==> config.mk <==
export PLATFORM = sky130hd
export DESIGN_NAME = cpu8_top
export DESIGN_NICKNAME = d
export VERILOG_FILES = /design/src/hw/cpu8_pkg.sv /design/src/hw/cpu8_alu.sv /design/src/hw/cpu8_core.sv /design/src/hw/cpu8_ram.sv /design/src/hw/cpu8_top.sv
export VERILOG_INCLUDE_DIRS = /design/src /design/src/include
export SDC_FILE = /design/constraint.sdc
export NUM_CORES = 2
export LEC_CHECK = 0
export BUFFER_PORTS_ARGS = -buffer_cell sky130_fd_sc_hd__buf_2
export CORE_MARGIN = 2
export CORE_UTILIZATION = 57
export DETAILED_ROUTE_END_ITERATION = 8
export PLACE_DENSITY_LB_ADDON = 0.1
export SLEW_MARGIN = 5
export SYNTH_ARGS = -nofsm -noshare
export SYNTH_HDL_FRONTEND = slang
export SYNTH_HIERARCHICAL = 1
export SYNTH_SLANG_ARGS = --single-unit
==> constraint.sdc <==
create_clock -name clk -period 5 [get_ports clk]
set_input_delay 0.25 -clock clk [delete_from_list [all_inputs] [get_ports clk]]
set_output_delay 0.25 -clock clk [all_outputs]
set_load 0.03 [all_outputs]
==> src/include/cpu8_config.svh <==
// build parameters for the 8-bit accumulator CPU, included by the RTL and the testbench
`ifndef CPU8_CONFIG_SVH
`define CPU8_CONFIG_SVH

// data path and address width
`define CPU8_DATA_W 8

// IP value loaded by the restart state
`define CPU8_RESET_VECTOR 8'h80

// bytes in the single RAM, one per address
`define CPU8_MEM_DEPTH 256

// store instructions carry a 4-bit address
`define CPU8_STORE_LIMIT 16

`endif

==> src/hw/cpu8_pkg.sv <==
// shared types of the CPU; ALU operations, destinations, sequencer states and instruction views
package cpu8_pkg;

	// ALU operations, bit 2 set means the op produces carry
	typedef enum logic [3:0] {
		alu_zero   = 4'h0,
		alu_load_a = 4'h1,
		alu_inc    = 4'h2,
		alu_dec    = 4'h3,
		alu_asl    = 4'h4,
		alu_lsr    = 4'h5,
		alu_rol    = 4'h6,
		alu_ror    = 4'h7,
		alu_or     = 4'h8,
		alu_and    = 4'h9,
		alu_xor    = 4'ha,
		alu_load_b = 4'hb,
		alu_add    = 4'hc,
		alu_sub    = 4'hd,
		alu_adc    = 4'he,
		alu_sbb    = 4'hf
	} alu_op_e;

	// where a compute result goes
	typedef enum logic [1:0] {
		dest_a    = 2'b00,
		dest_b    = 2'b01,
		dest_ip   = 2'b10,
		dest_none = 2'b11
	} dest_e;

	typedef enum logic [2:0] {
		st_restart = 3'd0,
		st_select  = 3'd1,
		st_decode  = 3'd2,
		st_compute = 3'd3,
		st_read_ip = 3'd4
	} core_state_e;

	// class 00 uses B, 01 the immediate byte, 11 the byte at [B]
	typedef struct packed {
		logic [1:0] cls;
		dest_e      dest;
		alu_op_e    op;
	} compute_view_t;

	// class 10 only: 1000 swap/clear-carry, 1001 store, 1010 branch
	typedef struct packed {
		logic [3:0] group;
		logic [3:0] arg;
	} control_view_t;

	typedef union packed {
		compute_view_t compute;
		control_view_t control;
	} instr_u;

endpackage

==> src/hw/cpu8_alu.sv <==
// combinational ALU of the CPU, sixteen operations with a carry/borrow bit on top of the result
`timescale 1ns/1ps
`include "cpu8_config.svh"

module cpu8_alu #(
	parameter int width = `CPU8_DATA_W
) (
	input  logic [width-1:0] a,
	input  logic [width-1:0] b,
	input  logic             carry_in,
	input  cpu8_pkg::alu_op_e op,
	output logic [width:0]   result
);
	import cpu8_pkg::*;

	always_comb begin
		case (op)
			// plain unary ops, top bit stays clear
			alu_zero:   result = '0;
			alu_load_a: result = {1'b0, a};
			alu_inc:    result = {1'b0, a + 1'b1};
			alu_dec:    result = {1'b0, a - 1'b1};
			// shifts and rotates, outgoing bit lands on top
			alu_asl:    result = {a, 1'b0};
			alu_lsr:    result = {a[0], 1'b0, a[width-1:1]};
			alu_rol:    result = {a, carry_in};
			alu_ror:    result = {a[0], carry_in, a[width-1:1]};
			// logic ops
			alu_or:     result = {1'b0, a | b};
			alu_and:    result = {1'b0, a & b};
			alu_xor:    result = {1'b0, a ^ b};
			alu_load_b: result = {1'b0, b};
			// arithmetic, top bit is carry or borrow
			alu_add:    result = {1'b0, a} + {1'b0, b};
			alu_sub:    result = {1'b0, a} - {1'b0, b};
			alu_adc:    result = {1'b0, a} + {1'b0, b} + carry_in;
			alu_sbb:    result = {1'b0, a} - {1'b0, b} - carry_in;
			default:    result = '0;
		endcase
	end

endmodule

==> src/hw/cpu8_core.sv <==
// CPU sequencer; fetches, decodes and executes one instruction byte at a time over the RAM bus
`timescale 1ns/1ps
`include "cpu8_config.svh"

module cpu8_core (
	input  logic                    clk,
	input  logic                    reset,
	input  logic [`CPU8_DATA_W-1:0] rdata,
	output logic [`CPU8_DATA_W-1:0] addr,
	output logic [`CPU8_DATA_W-1:0] wdata,
	output logic                    we,
	output logic [`CPU8_DATA_W-1:0] alu_a,
	output logic [`CPU8_DATA_W-1:0] alu_b,
	output logic                    alu_carry,
	output cpu8_pkg::alu_op_e       alu_op,
	input  logic [`CPU8_DATA_W:0]   alu_result
);
	import cpu8_pkg::*;

	logic [`CPU8_DATA_W-1:0] ip;
	logic [`CPU8_DATA_W-1:0] a;
	logic [`CPU8_DATA_W-1:0] b;
	logic                    zero;
	logic                    carry;
	instr_u                  instr;
	instr_u                  fetched;
	core_state_e             state;
	logic                    branch_taken;

	// byte on the bus during decode
	assign fetched = rdata;

	assign alu_a     = a;
	// immediate and read-through-B both take the operand from the bus
	assign alu_b     = instr.compute.cls[0] ? rdata : b;
	assign alu_carry = carry;
	assign alu_op    = instr.compute.op;

	// arg is {zero value, zero enable, carry value, carry enable}
	assign branch_taken =
		(fetched.control.arg[0] && (fetched.control.arg[1] == carry)) ||
		(fetched.control.arg[2] && (fetched.control.arg[3] == zero));

	always_ff @(posedge clk) begin
		if (reset) begin
			state <= st_restart;
			we    <= 1'b0;
			zero  <= 1'b0;
			carry <= 1'b0;
		end else begin
			case (state)
				st_restart: begin
					ip    <= `CPU8_RESET_VECTOR;
					we    <= 1'b0;
					state <= st_select;
				end
				// put IP on the bus, the opcode is there next cycle
				st_select: begin
					addr  <= ip;
					ip    <= ip + 1'b1;
					we    <= 1'b0;
					state <= st_decode;
				end
				st_decode: begin
					instr <= fetched;
					state <= st_select;
					case (fetched.compute.cls)
						// A op B
						2'b00: begin
							state <= st_compute;
						end
						// A op immediate
						2'b01: begin
							addr  <= ip;
							ip    <= ip + 1'b1;
							state <= st_compute;
						end
						// A op [B]
						2'b11: begin
							addr  <= b;
							state <= st_compute;
						end
						default: begin
							case (fetched.control.group)
								// store A, write happens during the next select
								4'b1001: begin
									addr <= {{(`CPU8_DATA_W-4){1'b0}}, fetched.control.arg};
									wdata <= a;
									we    <= 1'b1;
								end
								// target byte follows the branch opcode
								4'b1010: begin
									ip <= ip + 1'b1;
									if (branch_taken) begin
										addr  <= ip;
										state <= st_read_ip;
									end
								end
								4'b1000: begin
									if (fetched.control.arg == 4'b0001) begin
										a <= b;
										b <= a;
									end else if (fetched.control.arg == 4'b1000) begin
										carry <= 1'b0;
									end else begin
										state <= st_restart;
									end
								end
								// undefined bytes restart the program
								default: begin
									state <= st_restart;
								end
							endcase
						end
					endcase
				end
				st_compute: begin
					case (instr.compute.dest)
						dest_a:    a  <= alu_result[`CPU8_DATA_W-1:0];
						dest_b:    b  <= alu_result[`CPU8_DATA_W-1:0];
						dest_ip:   ip <= alu_result[`CPU8_DATA_W-1:0];
						dest_none: ;
					endcase
					// only ops 4-7 and 12-15 touch carry
					if (instr.compute.op[2]) begin
						carry <= alu_result[`CPU8_DATA_W];
					end
					zero  <= ~|alu_result[`CPU8_DATA_W-1:0];
					state <= st_select;
				end
				st_read_ip: begin
					ip    <= rdata;
					state <= st_select;
				end
				default: begin
					state <= st_restart;
				end
			endcase
		end
	end

endmodule

==> src/hw/cpu8_ram.sv <==
// single-port program and data RAM with combinational read and a separate program load port
`timescale 1ns/1ps
`include "cpu8_config.svh"

module cpu8_ram (
	input  logic                    clk,
	input  logic [`CPU8_DATA_W-1:0] addr,
	input  logic [`CPU8_DATA_W-1:0] wdata,
	input  logic                    we,
	output logic [`CPU8_DATA_W-1:0] rdata,
	input  logic                    load_en,
	input  logic [`CPU8_DATA_W-1:0] load_addr,
	input  logic [`CPU8_DATA_W-1:0] load_data
);

	logic [`CPU8_DATA_W-1:0] mem [`CPU8_MEM_DEPTH];

	// read data follows addr in the same cycle
	assign rdata = mem[addr];

	always_ff @(posedge clk) begin
		// loader wins over a core store in the same cycle
		if (load_en) begin
			mem[load_addr] <= load_data;
		end else if (we) begin
			mem[addr] <= wdata;
		end
	end

endmodule

==> src/hw/cpu8_top.sv <==
// top level of the CPU; core, ALU and RAM, with the program load port and the store bus outside
`timescale 1ns/1ps
`include "cpu8_config.svh"

module cpu8_top (
	input  logic                    clk,
	input  logic                    reset,
	input  logic                    load_en,
	input  logic [`CPU8_DATA_W-1:0] load_addr,
	input  logic [`CPU8_DATA_W-1:0] load_data,
	output logic [`CPU8_DATA_W-1:0] mem_addr,
	output logic [`CPU8_DATA_W-1:0] mem_wdata,
	output logic                    mem_write
);
	import cpu8_pkg::*;

	logic [`CPU8_DATA_W-1:0] rdata;
	logic [`CPU8_DATA_W-1:0] alu_a;
	logic [`CPU8_DATA_W-1:0] alu_b;
	logic                    alu_carry;
	alu_op_e                 alu_op;
	logic [`CPU8_DATA_W:0]   alu_result;

	// core bus doubles as the visible store bus
	cpu8_core u_core (
		.clk        (clk),
		.reset      (reset),
		.rdata      (rdata),
		.addr       (mem_addr),
		.wdata      (mem_wdata),
		.we         (mem_write),
		.alu_a      (alu_a),
		.alu_b      (alu_b),
		.alu_carry  (alu_carry),
		.alu_op     (alu_op),
		.alu_result (alu_result)
	);

	cpu8_alu #(
		.width (`CPU8_DATA_W)
	) u_alu (
		.a        (alu_a),
		.b        (alu_b),
		.carry_in (alu_carry),
		.op       (alu_op),
		.result   (alu_result)
	);

	cpu8_ram u_ram (
		.clk       (clk),
		.addr      (mem_addr),
		.wdata     (mem_wdata),
		.we        (mem_write),
		.rdata     (rdata),
		.load_en   (load_en),
		.load_addr (load_addr),
		.load_data (load_data)
	);

endmodule

==> results.cfg <==
[place]
placed_cells = 6724
dp_hpwl_microns = 143000
place_area_sq_mm = 0.0915
gp_congestion = 0.900
io_buffers = 35

[yosys]
async_reset_ff_frac = 0
synthFlopType = edfxtp_1
synth_seq_cells = 2101
syn_area_sq_mm = 0.0845
synth_top_area_frac = 0.744
ys_warn_count = 6
synthCells = 4416
synth_edf_count = 2095
syn_area_per_cell_sq_um = 19.1
yosys.cell_types.count = 84
synth_nets = 4479
ys_seq_area_frac = 0.746
synth_top_area_cell = edfxtp_1
yosys-top-cells-area = edfxtp_1 74%, mux4_2 12%, mux2i_1 1.6%

[floorplanning]
core_area_sq_mm = 0.147
die_w_microns = 389
io_pins = 36
std_cell_rows = 141
dieArea_sq_mm = 0.151
initial_core_util = 0.573
die_h_microns = 389

[global_route]
top_usage_layer = met2
antenna_found_initial = 5
grt_pass1_vias = 46200
grt_overflow = 0
grtUsageMet3 = 0.0607
grt_max_degree = 120
grt_pass1_wl_microns = 323000
grt_util_met1 = 0.432
track_usage = 0.296
use_met2 = 0.457

[finish]
fin_util = 0.683
fillers = 9500
area_growth_syn_to_layout_pct = 19.1
multiInputGateArea_sq_mm = 0.0214
layout_commonest_cell = edfxtp_1
mostFrequentLayoutCells = 2095 x edfxtp_1, 589 x buf_4, 447 x mux4_2
final_nets = 5181
final_cells = 7222
drive_above_1_share = 0.327
design_area_sq_mm = 0.101
seq_area_sq_mm = 0.0630

[clock_network]
insertion_delay_ns = 0.84
clockBufferDepth = 3
numCtsBuffers = 205
cts_tree = built
clkTransAtPathRegs_ns = 0.06
clock-sinks = 2101
cts_root_buffer = clkbuf_16
cts_max_level = 4

[power]
powerDensity_mw_per_mm2 = 414
netSwitchingFraction = 0.252
power_frac_comb = 0.175
leakage_nw = 33.0
switchingPower_mw = 10.5
ir_drop_v = 0.000340
pwr-share-clk = 0.356
seqPwrFrac = 0.469
p_int_mw = 31.2

[sta]
skew_ns = 0.0517
slew_violations = 0
fmax_mhz = 166
layout_setup_ws_ns = -1.01
relSlewSlack = 0.192
setup_violations = 26
grt_setup_unrepaired = true
hold_viol = 0
fin_crit_ns = 6.01
worst_pin_slew_ns = 1.20
post-route-period-util = 1.20

[run_status]
violations = negative setup slack
status = finished, violations left

[flow_run]
drv_cap = 0

[setup_path]
worstPathArrival_ns = 6.56
crit_required_ns = 5.55
endpoint_kind = flop
r2r_start = u_core/addr[0]$_DFFE_PP_
cp.buffers_inverters = 9
cp-start-kind = flop
r2r_cells = 26
crit_path_max_fanout = 7
crit-reg2reg-capture = u_core/ip[6]$_DFFE_PP_
critPathMaxStageDelay_ns = 0.58
worst-r2r-setup-slack_ns = -1.01
cp_common_cell = buf_12
critical_path.top_delay_family = simple AND/OR/NAND/NOR gates
worstSetupPathType = reg -> reg
slowest_stage = or4_4

[drt]
drc = 0
wl_per_cell_microns = 30.9
dr.pass1.iters = 5
detail-route-antenna-nets = 0
drtIter0Drc = 5767
vias = 47100
viasPerCell = 6.52
wl_microns = 223000

[hold_path]
min_to = u_ram/mem[187][4]$_DFFE_PP_
min_path_type = in -> reg
min_path_cells = 3
hp-start = load_data[4]
## state kept, by name, summed over array words and instances (netlist names)
signal            cells
u_core/addr           8
u_core/alu_a          8
u_core/alu_carry      1
u_core/b              8
u_core/instr          7
u_core/ip             8
u_core/state          3
u_core/wdata          8
u_core/we             1
u_core/zero           1
u_ram/mem          2048
## worst reg2reg max path, stage by stage, from the launching register on
cell       delay, ns
edfxtp_1        0.45
buf_12          0.20
buf_12          0.14
buf_16          0.14
buf_12          0.15
buf_16          0.14
mux4_2          0.55
a22o_1          0.24
o21ai_2         0.20
o31ai_4         0.13
nor3_2          0.14
buf_4           0.17
nor4_4          0.05
buf_12          0.15
mux2_4          0.29
buf_6           0.13
ha_4            0.15
buf_4           0.14
or2_4           0.25
a2111oi_4       0.46
nor3b_4         0.09
nand4_2         0.11
xor2_1          0.17
nor2_1          0.07
or4_4           0.58
and2_1          0.19
a221o_1         0.25
## power by group through the flow
stage                     combinational, mW  clock (mW)  sequential (mW)
after global placement                 6.29           0             19.9
after global routing                   7.64        15.7             19.5
after floorplan                        3.54           0             19.9
final                                  7.30        14.8             19.5
after detailed placement               6.34           0             19.9
after CTS                              6.97        15.0             19.5
## synthesized netlist by cell type (all sizes together) (34+ instances only)
| master | instances |
|---|---|
| buf | 142 |
| nor3 | 42 |
| edfxtp | 2095 |
| ha | 41 |
| nand3 | 37 |
| nor2 | 359 |
| nand2 | 175 |
| a22oi | 143 |
| mux4 | 447 |
| o21ai | 68 |
| clkbuf | 119 |
| inv | 35 |
| a211oi | 34 |
| nor2b | 34 |
| o22ai | 35 |
| a21oi | 134 |
| mux2i | 134 |
| a22o | 34 |
## per-stage QoR
step | setup TNS [ns] | setup slack [ns] | hold WS (ns) | total power, mW
after floorplan | -0.637 | -0.337 | 0.449 | 23.5
after global placement | -70.07 | -2.35 | 0.501 | 26.2
after detailed placement | -39.41 | -2.01 | 0.526 | 26.2
after CTS | -12.15 | -0.842 | 0.243 | 41.5
after global routing | -18.75 | -1.14 | 0.315 | 42.9
final | -15.10 | -1.01 | 0.301 | 41.7
## final cells by class
cell class,count,share of cell area
timing repair buffer,756,0.0716
multi-input combinational,2018,0.213
tap,1930,0.0240
inverter,36,0.00144
clock inverter,122,0.0109
antenna,2,0.0000497
sequential,2101,0.626
clock buffer,257,0.0533
## how the worst max path moves through the flow
stage,slack [ns],cells after the start,startpoint,endpoint
final,-1.01,26,u_core/addr[0]$_DFFE_PP_,u_core/ip[6]$_DFFE_PP_
after floorplan,-0.34,19,u_core/addr[0]$_DFFE_PP_,u_core/ip[6]$_DFFE_PP_
after CTS,-0.84,26,u_core/addr[0]$_DFFE_PP_,u_core/ip[6]$_DFFE_PP_
after global placement,-2.35,22,u_core/addr[0]$_DFFE_PP_,u_core/ip[6]$_DFFE_PP_
after global routing,-1.14,25,u_core/addr[0]$_DFFE_PP_,u_core/ip[6]$_DFFE_PP_
after detailed placement,-2.01,23,u_core/addr[0]$_DFFE_PP_,u_core/ip[6]$_DFFE_PP_
## per-layer routing
layer | up-vias | wire, microns
li1 | 19600 | -
met1 | 24600 | 88000
met2 | 2607 | 105000
met3 | 393 | 22900
met4 | 2 | 7320
met5 | - | 8
## timing repair
action	in CTS	in global routing
gates cloned	8	3
setup endpoints to repair	58	43
hold buffers	1	0
pin swaps	61	38
gates resized for setup	216	74
buffers inserted	58	54
hold endpoints to repair	8	0
## cell families after synthesis
family                     count (synthesis)  synth area share
muxes                                    594             0.137
AOI/OAI and AO/OA                        586            0.0479
DFF                                     2101             0.746
adders and majority gates                 44           0.00678
buffers and inverters                    297            0.0185
xor gates and xnor gates                  36           0.00382
and+or+nand+nor                          758            0.0405
(Power assumes the default switching activity.)
